<file path="config.mk">
export PLATFORM = sky130hd
export DESIGN_NAME = core_top
export DESIGN_NICKNAME = d
export VERILOG_FILES = /design/src/hdl/rv_isa_pkg.sv /design/src/hdl/core_pkg.sv /design/src/hdl/decoder.sv /design/src/hdl/reg_file.sv /design/src/hdl/alu.sv /design/src/hdl/branch_unit.sv /design/src/hdl/core_top.sv
export SDC_FILE = /design/constraint.sdc
export NUM_CORES = 2
export LEC_CHECK = 0
export BUFFER_PORTS_ARGS = -buffer_cell sky130_fd_sc_hd__buf_2
export CORE_AREA = 3 3 360 362
export DETAILED_ROUTE_END_ITERATION = 16
export DIE_AREA = 0 0 363 365
export PLACE_DENSITY_LB_ADDON = 0.2
export SYNTH_ARGS = -nofsm -noshare
export SYNTH_HDL_FRONTEND = slang
export SYNTH_HIERARCHICAL = 1
export SYNTH_SLANG_ARGS = --single-unit
</file>
<file path="constraint.sdc">
create_clock -name clk -period 5.6 [get_ports clk]
set_input_delay 0.56 -clock clk [delete_from_list [all_inputs] [get_ports clk]]
set_output_delay 0.56 -clock clk [all_outputs]
set_load 0.005 [all_outputs]
</file>
<file path="src/hdl/rv_isa_pkg.sv">
package rv_isa_pkg;

    localparam int INST_W = 32;

    // --------------------------------------------------
    // Instruction field positions
    // --------------------------------------------------
    localparam int OPC_W   = 7;
    localparam int RD_LSB  = 7;
    localparam int F3_LSB  = 12;
    localparam int RS1_LSB = 15;
    localparam int RS2_LSB = 20;
    localparam int F7_ALT  = 30;  // Selects SUB and SRA.

    // --------------------------------------------------
    // Opcodes
    // --------------------------------------------------
    localparam logic [OPC_W-1:0] OP_LUI    = 7'b0110111;
    localparam logic [OPC_W-1:0] OP_AUIPC  = 7'b0010111;
    localparam logic [OPC_W-1:0] OP_JAL    = 7'b1101111;
    localparam logic [OPC_W-1:0] OP_JALR   = 7'b1100111;
    localparam logic [OPC_W-1:0] OP_BRANCH = 7'b1100011;
    localparam logic [OPC_W-1:0] OP_IMM    = 7'b0010011;
    localparam logic [OPC_W-1:0] OP_REG    = 7'b0110011;

    // ALU funct3.
    localparam logic [2:0] F3_ADD  = 3'b000;
    localparam logic [2:0] F3_SLL  = 3'b001;
    localparam logic [2:0] F3_SLT  = 3'b010;
    localparam logic [2:0] F3_SLTU = 3'b011;
    localparam logic [2:0] F3_XOR  = 3'b100;
    localparam logic [2:0] F3_SR   = 3'b101;
    localparam logic [2:0] F3_OR   = 3'b110;
    localparam logic [2:0] F3_AND  = 3'b111;

    // Signed branch funct3 only.
    localparam logic [2:0] F3_BEQ = 3'b000;
    localparam logic [2:0] F3_BNE = 3'b001;
    localparam logic [2:0] F3_BLT = 3'b100;
    localparam logic [2:0] F3_BGE = 3'b101;

endpackage

</file>
<file path="src/hdl/core_pkg.sv">
package core_pkg;

    localparam int XLEN    = 32;
    localparam int REG_CNT = 32;
    localparam int REG_AW  = 5;
    localparam int IMEM_AW = 30;
    localparam int SHAMT_W = $clog2(XLEN);

    localparam logic [XLEN-1:0] PC_STEP = 4;  // Bytes per instruction.

    typedef enum logic [2:0] {
        CL_LUI,
        CL_AUIPC,
        CL_JAL,
        CL_JALR,
        CL_BRANCH,
        CL_IMM,
        CL_REG,
        CL_ILLEGAL
    } op_class_e;

    typedef struct packed {
        op_class_e         op_class;
        logic [REG_AW-1:0] rd;
        logic [REG_AW-1:0] rs1;
        logic [REG_AW-1:0] rs2;
        logic [2:0]        funct3;
        logic              alt;
        logic [XLEN-1:0]   imm;
        logic              wr_en;
    } decoded_t;

    // One record per finished instruction.
    typedef struct packed {
        logic              valid;
        logic              illegal;
        logic [XLEN-1:0]   pc;
        logic [REG_AW-1:0] rd;
        logic              wr_en;
        logic [XLEN-1:0]   value;
        logic [XLEN-1:0]   next_pc;
    } retire_t;

endpackage

</file>
<file path="src/hdl/decoder.sv">
module decoder import rv_isa_pkg::*, core_pkg::*; (
    input  logic [INST_W-1:0] inst,
    output decoded_t          dec
);

    logic [OPC_W-1:0] opcode;
    logic [2:0]       funct3;
    logic [XLEN-1:0]  imm_i;
    logic [XLEN-1:0]  imm_u;
    logic [XLEN-1:0]  imm_j;
    logic [XLEN-1:0]  imm_b;
    logic             sign;

    assign opcode = inst[OPC_W-1:0];
    assign funct3 = inst[F3_LSB +: 3];
    assign sign   = inst[INST_W-1];

    // Sign-extended immediates.
    assign imm_i = {{(XLEN-12){sign}}, inst[31:20]};
    assign imm_u = {inst[31:12], 12'b0};
    assign imm_j = {{(XLEN-20){sign}}, inst[19:12], inst[20], inst[30:21], 1'b0};
    assign imm_b = {{(XLEN-12){sign}}, inst[7], inst[30:25], inst[11:8], 1'b0};

    always_comb begin
        dec.rd     = inst[RD_LSB +: REG_AW];
        dec.rs1    = inst[RS1_LSB +: REG_AW];
        dec.rs2    = inst[RS2_LSB +: REG_AW];
        dec.funct3 = funct3;
        dec.alt    = 1'b0;
        dec.imm    = imm_i;
        dec.wr_en  = 1'b0;
        case (opcode)
            OP_LUI: begin
                dec.op_class = CL_LUI;
                dec.imm      = imm_u;
                dec.wr_en    = 1'b1;
            end
            OP_AUIPC: begin
                dec.op_class = CL_AUIPC;
                dec.imm      = imm_u;
                dec.wr_en    = 1'b1;
            end
            OP_JAL: begin
                dec.op_class = CL_JAL;
                dec.imm      = imm_j;
                dec.wr_en    = 1'b1;
            end
            OP_JALR: begin
                dec.op_class = CL_JALR;
                dec.wr_en    = 1'b1;
            end
            OP_BRANCH: begin
                dec.imm = imm_b;
                if (funct3 inside {F3_BEQ, F3_BNE, F3_BLT, F3_BGE}) begin
                    dec.op_class = CL_BRANCH;
                end else begin
                    dec.op_class = CL_ILLEGAL;
                end
            end
            OP_IMM: begin
                dec.op_class = CL_IMM;
                dec.alt      = inst[F7_ALT] && (funct3 == F3_SR);  // Only SRAI.
                dec.wr_en    = 1'b1;
            end
            OP_REG: begin
                dec.op_class = CL_REG;
                dec.alt      = inst[F7_ALT];
                dec.wr_en    = 1'b1;
            end
            default: dec.op_class = CL_ILLEGAL;
        endcase
    end

    always_comb begin
        assert (!(dec.op_class == CL_ILLEGAL && dec.wr_en))
            else $error("illegal instruction decoded with register write");
    end

endmodule

</file>
<file path="src/hdl/reg_file.sv">
module reg_file import core_pkg::*; (
    input  logic              clk,
    input  logic              rst,
    input  logic [REG_AW-1:0] rs1,
    input  logic [REG_AW-1:0] rs2,
    output logic [XLEN-1:0]   rd1,
    output logic [XLEN-1:0]   rd2,
    input  logic              we,
    input  logic [REG_AW-1:0] wa,
    input  logic [XLEN-1:0]   wd
);

    logic [XLEN-1:0] regs [REG_CNT];

    always_ff @(posedge clk) begin
        if (rst) begin
            for (int i = 0; i < REG_CNT; i++) begin
                regs[i] <= '0;
            end
        end else if (we && wa != '0) begin
            regs[wa] <= wd;
        end
    end

    // x0 reads as zero.
    assign rd1 = (rs1 == '0) ? '0 : regs[rs1];
    assign rd2 = (rs2 == '0) ? '0 : regs[rs2];

endmodule

</file>
<file path="src/hdl/alu.sv">
module alu import rv_isa_pkg::*, core_pkg::*; (
    input  decoded_t        dec,
    input  logic [XLEN-1:0] pc,
    input  logic [XLEN-1:0] a,
    input  logic [XLEN-1:0] b,
    output logic [XLEN-1:0] value
);

    logic [XLEN-1:0]    op2;
    logic [SHAMT_W-1:0] shamt;
    logic [XLEN-1:0]    arith;

    assign op2   = (dec.op_class == CL_REG) ? b : dec.imm;
    assign shamt = op2[SHAMT_W-1:0];

    always_comb begin
        case (dec.funct3)
            F3_ADD:  arith = dec.alt ? a - op2 : a + op2;
            F3_SLL:  arith = a << shamt;
            F3_SLT:  arith = {{(XLEN-1){1'b0}}, $signed(a) < $signed(op2)};
            F3_SLTU: arith = {{(XLEN-1){1'b0}}, a < op2};
            F3_XOR:  arith = a ^ op2;
            F3_SR: begin
                if (dec.alt) begin
                    arith = $signed(a) >>> shamt;  // Arithmetic shift.
                end else begin
                    arith = a >> shamt;
                end
            end
            F3_OR:   arith = a | op2;
            default: arith = a & op2;
        endcase
    end

    // Destination value per class.
    always_comb begin
        case (dec.op_class)
            CL_LUI:          value = dec.imm;
            CL_AUIPC:        value = pc + dec.imm;
            CL_JAL, CL_JALR: value = pc + PC_STEP;  // Link.
            CL_IMM, CL_REG:  value = arith;
            default:         value = '0;
        endcase
    end

endmodule

</file>
<file path="src/hdl/branch_unit.sv">
module branch_unit import rv_isa_pkg::*, core_pkg::*; (
    input  decoded_t        dec,
    input  logic [XLEN-1:0] pc,
    input  logic [XLEN-1:0] a,
    input  logic [XLEN-1:0] b,
    output logic [XLEN-1:0] next_pc
);

    logic            taken;
    logic [XLEN-1:0] jalr_sum;

    always_comb begin
        case (dec.funct3)
            F3_BEQ:  taken = (a == b);
            F3_BNE:  taken = (a != b);
            F3_BLT:  taken = $signed(a) < $signed(b);
            F3_BGE:  taken = $signed(a) >= $signed(b);
            default: taken = 1'b0;
        endcase
    end

    assign jalr_sum = a + dec.imm;

    always_comb begin
        case (dec.op_class)
            CL_JAL:    next_pc = pc + dec.imm;
            CL_JALR:   next_pc = {jalr_sum[XLEN-1:1], 1'b0};
            CL_BRANCH: next_pc = taken ? pc + dec.imm : pc + PC_STEP;
            default:   next_pc = pc + PC_STEP;
        endcase
    end

    always_comb begin
        assert (next_pc[1:0] == 2'b00)
            else $error("misaligned next pc %h", next_pc);
    end

endmodule

</file>
<file path="src/hdl/core_top.sv">
module core_top import rv_isa_pkg::*, core_pkg::*; (
    input  logic               clk,
    input  logic               rst,
    output logic               imem_req,
    output logic [IMEM_AW-1:0] imem_addr,
    input  logic [INST_W-1:0]  imem_data,
    output retire_t            retire
);

    typedef enum logic [2:0] {
        ST_IDLE,
        ST_FETCH,
        ST_LATCH,
        ST_EXEC,
        ST_RETIRE
    } state_e;

    state_e          state;
    logic [XLEN-1:0] pc;
    logic [INST_W-1:0] inst_q;

    decoded_t        dec;
    logic [XLEN-1:0] rd1;
    logic [XLEN-1:0] rd2;

    // Execute register.
    decoded_t        ex_dec;
    logic [XLEN-1:0] ex_a;
    logic [XLEN-1:0] ex_b;

    logic [XLEN-1:0] alu_value;
    logic [XLEN-1:0] br_next_pc;
    logic            wb_en;
    logic            rf_we;

    // --------------------------------------------------
    // Stage sequencer
    // --------------------------------------------------
    always_ff @(posedge clk) begin
        if (rst) begin
            state <= ST_IDLE;
        end else begin
            case (state)
                ST_IDLE:  state <= ST_FETCH;
                ST_FETCH: state <= ST_LATCH;
                ST_LATCH: state <= ST_EXEC;
                ST_EXEC:  state <= ST_RETIRE;
                default:  state <= ST_FETCH;
            endcase
        end
    end

    assign imem_req  = (state == ST_FETCH);
    assign imem_addr = pc[IMEM_AW+1:2];  // Word address.

    always_ff @(posedge clk) begin
        if (rst) begin
            pc <= '0;
        end else if (state == ST_RETIRE) begin
            pc <= br_next_pc;
        end
    end

    always_ff @(posedge clk) begin
        if (state == ST_LATCH) begin
            inst_q <= imem_data;  // Read data arrives one cycle after req.
        end
        if (state == ST_EXEC) begin
            ex_dec <= dec;
            ex_a   <= rd1;
            ex_b   <= rd2;
        end
    end

    // --------------------------------------------------
    // Decode, operands and execute
    // --------------------------------------------------
    decoder decoder_i (
        .inst (inst_q),
        .dec  (dec)
    );

    assign wb_en = ex_dec.wr_en && (ex_dec.rd != '0);
    assign rf_we = (state == ST_RETIRE) && wb_en;

    reg_file reg_file_i (
        .clk (clk),
        .rst (rst),
        .rs1 (dec.rs1),
        .rs2 (dec.rs2),
        .rd1 (rd1),
        .rd2 (rd2),
        .we  (rf_we),
        .wa  (ex_dec.rd),
        .wd  (alu_value)
    );

    alu alu_i (
        .dec   (ex_dec),
        .pc    (pc),
        .a     (ex_a),
        .b     (ex_b),
        .value (alu_value)
    );

    branch_unit branch_unit_i (
        .dec     (ex_dec),
        .pc      (pc),
        .a       (ex_a),
        .b       (ex_b),
        .next_pc (br_next_pc)
    );

    // --------------------------------------------------
    // Retire record
    // --------------------------------------------------
    always_ff @(posedge clk) begin
        if (rst) begin
            retire <= '0;
        end else begin
            retire.valid <= (state == ST_RETIRE);  // One-cycle pulse.
            if (state == ST_RETIRE) begin
                retire.illegal <= (ex_dec.op_class == CL_ILLEGAL);
                retire.pc      <= pc;
                retire.rd      <= ex_dec.rd;
                retire.wr_en   <= wb_en;
                retire.value   <= alu_value;
                retire.next_pc <= br_next_pc;
            end
        end
    end

    assert property (@(posedge clk) disable iff (rst) retire.valid |=> !retire.valid)
        else $error("retire valid high in two consecutive cycles");

endmodule

</file>
=== Word level (Yosys, flattened, before mapping) ===
Memories as Yosys holds them, arrays and structs flattened. A register that Yosys moved wholly into a read port is not among the register bits.
Cells that the tools add are included.

* Flip-flop bits (word level): 184
* Latch bits: 0
* Bits in writable memories: 1024
* ROM bits: 0
* Input bits: 34
* Memories: 1

{| class="wikitable"
|+ Memory list
! memory !! words !! width !! rd ports !! clocked after Yosys merged registers in !! write ports !! line !! RTL
|-
| reg_file_i.regs || 32 || 32 || 2 || 2 || 32 || reg_file.sv:13 || <nowiki>logic [XLEN-1:0] regs [REG_CNT];</nowiki>
|}

* Add/subtract/negate cells: 5
* Multiply operators: 0
* Divide/modulo/power cells: 0
* $lt $le $gt $ge: 4
* Eq/ne operators: 29
* Shift operators: 3
* Mux-type cells: 22
* Bitwise logic cells: 3
* Reductions and logical operators: 16

{| class="wikitable"
|+ Operators with widths
! operator !! count
|-
| $pmux 32 s7 || 1
|-
| $mux 32 || 5
|-
| $pmux 32 s4 || 1
|-
| $add 32x32->32 || 3
|-
| $lt 32x32->1 || 3
|-
| $pmux 32 s3 || 1
|-
| $pmux 31 s3 || 1
|-
| $add 32x3->32 const B || 1
|-
| $and 32x32->32 || 1
|-
| $eq 32x32->1 || 1
|-
| $ge 32x32->1 || 1
|-
| $ne 32x32->1 || 1
|-
| $or 32x32->32 || 1
|-
| $reduce_or 32->1 || 1
|-
| $shl 32x5->32 || 1
|-
| $shr 32x5->32 || 1
|-
| $sshr 32x5->32 || 1
|-
| $sub 32x32->32 || 1
|-
| $xor 32x32->32 || 1
|-
| $eq 3x3->1 const B || 10
|-
| $eq 7x7->1 const B || 3
|-
| $pmux 3 s7 || 1
|-
| $eq 3x2->1 const B || 6
|-
| $eq 7x5->1 const B || 2
|-
| other kinds (15) || 33
|}

=== Longest topological paths before layout ===
* Depth in word-level cells: 9
* Mapped depth: 21

=== Modules after synthesis ===
The synthesis kept the hierarchy.

{| class="wikitable"
|+ By module, submodules not included
! module !! times used !! cells an instance !! area each (um2) !! sequential area each (um2)
|-
| reg_file || 1 || 3502 || 54253.3 || 30749.5
|-
| alu || 1 || 1913 || 12204.2 || 0.0
|-
| core_top || 1 || 643 || 8443.1 || 6676.4
|-
| branch_unit || 1 || 726 || 5119.9 || 0.0
|-
| decoder || 1 || 96 || 695.7 || 0.0
|}

=== Worst setup path after synthesis ===
OpenSTA, ideal clock, no wires.

* Kind: flip-flop to flip-flop
* From: register ex_dec[52] (netlist name)
* To: memory reg_file_i.regs[10][29] (data pin)
* Setup time: 255 ps
* Arrival time: 4651 ps
* Setup slack: 695 ps
* Cell stages (with the launch flop): 22
* Period minus slack after synthesis: 4905 ps
* Cell sequence: edfxtp_1 -> buf_4 -> nand3b_4 -> mux2i_1 -> buf_2 -> inv_1 -> buf_4 -> clkbuf_1 -> clkbuf_1 -> ha_1 -> o21ai_0 -> a311oi_1 -> o211ai_1 -> a31oi_1 -> a31oi_1 -> o21ai_0 -> a31oi_1 -> a2bb2oi_1 -> a32o_1 -> or3_1 -> clkbuf_1 -> and2_1

{| class="wikitable"
|+ RTL lines
! what !! line !! RTL
|-
| start: declaration || core_top.sv:27 || <nowiki>decoded_t ex_dec;</nowiki>
|-
| start signal: assignment || core_top.sv:69 || <nowiki>ex_dec <= dec;</nowiki>
|-
| end: declaration || reg_file.sv:13 ||
|}

==> flow_summary.yaml <==
status:
  status: "finished, violations left"
  violations: "max-capacitance violations, max-slew violations"
layout:
  area_growth_pct: 9.62
  multi_input_area_um2: 40000
  layout.nets: 7206
  drive_gt1_frac: 0.193
  seq_area_um2: 37100
  instances_no_fill: 8731
  final_util: 0.694
  fillerInstances: 9133
global_route:
  grt_use_total: 0.462
  overflow: 0
  grt_busiest_layer: "met2"
  grt_max_degree: 137
  gr-usage-met2: 0.715
  grtUsageMet1: 0.564
  grt_antenna_before_repair: 16
  grt_pass1_wl_um: 437000
  grt_pass1_vias: 61700
  use_met3: 0.120
floorplanning:
  start_util: 0.633
  die_w_um: 363
  die_h_um: 365
  pin_count: 169
  rows: 131
  fp.coreArea_um2: 127000
  die-area_um2: 132000
job:
  cap_viol_max_count: 2
timing:
  drv_slew: 5
  fin_worst_skew_ps: 52.3
  layout_setup_ws_ps: 61.5
  layout_min_cycle_time_ps: 5540
  setup-tns-final_ps: 0
  tightestPinTransition_ps: 1540
  fmax_ghz: 0.181
  min_period_over_period: 0.989
  rsz0062_at_grt: "false"
  hold_viol: 0
  slew_headroom: -0.0296
  setup_violations: 0
worst_setup_path:
  crit_required_ps: 6130
  crit_path_end_kind: "flip-flop"
  critPathKind: "flip-flop to flip-flop"
  worst_setup_path_start_kind: "flip-flop"
  arrival_ps: 6060
  cp_max_fo: 32
clocking:
  clk_pin_slew_ps: 70
  cts.path.max_buffers: 3
  cts_tree: "done"
  clk_latency_ps: 790
  cts.sinks: 1272
  cts_buffers: 138
  cts_setup_buffers: 0
  clockRootBuffer: "clkbuf_16"
  htreeDepth: 4
routing:
  antenna_left: 0
  routed_via_density: 7.29
  drtIter0Drc: 9219
  firstDrtPassIters: 6
  num_vias: 63700
  route.detailed.drc: 0
  routedWlPerCell_um: 35.4
  drt_wl_total_um: 309000
yosys:
  synth_cells: 6870
  syn_area_um2: 80400
  synth_area_per_cell_um2: 11.7
  yosys_warnings: 6
place:
  place_ws_ps: 49.1
  port-buffer-count: 168
  gp_congestion: 1.09
  numPlacedInstances: 8441
  dpl.hpwl_um: 214000
pwr:
  netSwitchingPower_w: 0.00590
  switching_share: 0.261
  power_frac_comb: 0.118
  vdd_drop_max_v: 0.000336
  p_seq_frac: 0.483
  clkPwrFrac: 0.399
  p_leak_nw: 33.6
  p_int_w: 0.0167
  power_density_nw_per_um2: 256
min_path:
  hp-class: "input pin to flip-flop"
-- power by group through the flow --
stage,clock (W),sequential [W],combinational [W]
6_report,0.00901,0.0109,0.00266
5_1_grt,0.00944,0.0109,0.00275
4_1_cts,0.00906,0.0109,0.00257
3_5_place_dp,0,0.0111,0.00254
3_3_place_gp,0,0.0111,0.00251
2_1_floorplan,0,0.0110,0.00165
-- worst max-delay path, cell delays in order, from the launching register on --
cell      delay, ps
edfxtp_1        540
nand3b_4        280
buf_4           360
nand2_1         100
nand2_1         100
inv_1            60
ha_1            390
or4_1           600
nor2_1          290
o211ai_1        160
a211oi_2        460
nor3_2          170
a211o_1         320
o21ai_0          90
o211ai_1        160
mux2i_1         160
or3_1           460
buf_4           280
and2_1          220
-- flip-flops by register name, summed over array words and instances (netlist names) --
name	flops
reg_file_i/regs	1024
retire	104
ex_dec	45
ex_a	32
ex_b	32
inst_q	32
state	3
-- path summary, 6_finish.rpt --
check,slack (ps),cells after the start,to,start
setup reg to reg,60,18,reg_file_i/regs[5][30],ex_dec[54]
hold reg to reg,450,2,retire[101],retire[101]
setup / recovery,60,18,reg_file_i/regs[5][30],ex_dec[54]
hold / removal,150,2,retire[59],rst
-- routing by layer --
layer	vias up	wire, um
li1	25900	-
met1	31100	103000
met2	5276	139000
met3	1386	39600
met4	8	26900
met5	-	123
-- what timing repair did --
item	in CTS	in global routing
hold buffers	32	0
endpoints found under the hold margin	32	0
setup endpoints to repair	0	165
resized for setup	0	1
-- through the flow --
| step | hold WS, ps | instance area [um^2] | total power, W |
|---|---|---|---|
| finish | 152 | 88200 | 0.0226 |
| floorplan | 448 | 80500 | 0.0126 |
| CTS | 116 | 88100 | 0.0225 |
| global placement | 438 | 83400 | 0.0136 |
| detailed placement | 440 | 83400 | 0.0136 |
| global route | 173 | 88100 | 0.0231 |
-- cells in the final DEF (no fill, tap or decap), drive strengths merged, types with 166 or more instances in the layout --
| cell type | count |
|---|---|
| ha | 217 |
| and2 | 1011 |
| a21oi | 322 |
| nand2 | 576 |
| nor2 | 248 |
| edfxtp | 1165 |
| clkbuf | 166 |
| mux4 | 477 |
| o21ai | 230 |
| buf | 500 |
| mux2i | 291 |
-- final cells by class --
class                   count  area share
diodes                      8    0.000227
clock buffers             166      0.0414
clock inverters            84     0.00888
inverters                 155     0.00660
multi-input cells        4852       0.454
flip-flops and latches   1272       0.421
well taps                1662      0.0236
repair buffers            532      0.0441
No activity file was read; power rests on OpenSTA's default activity.
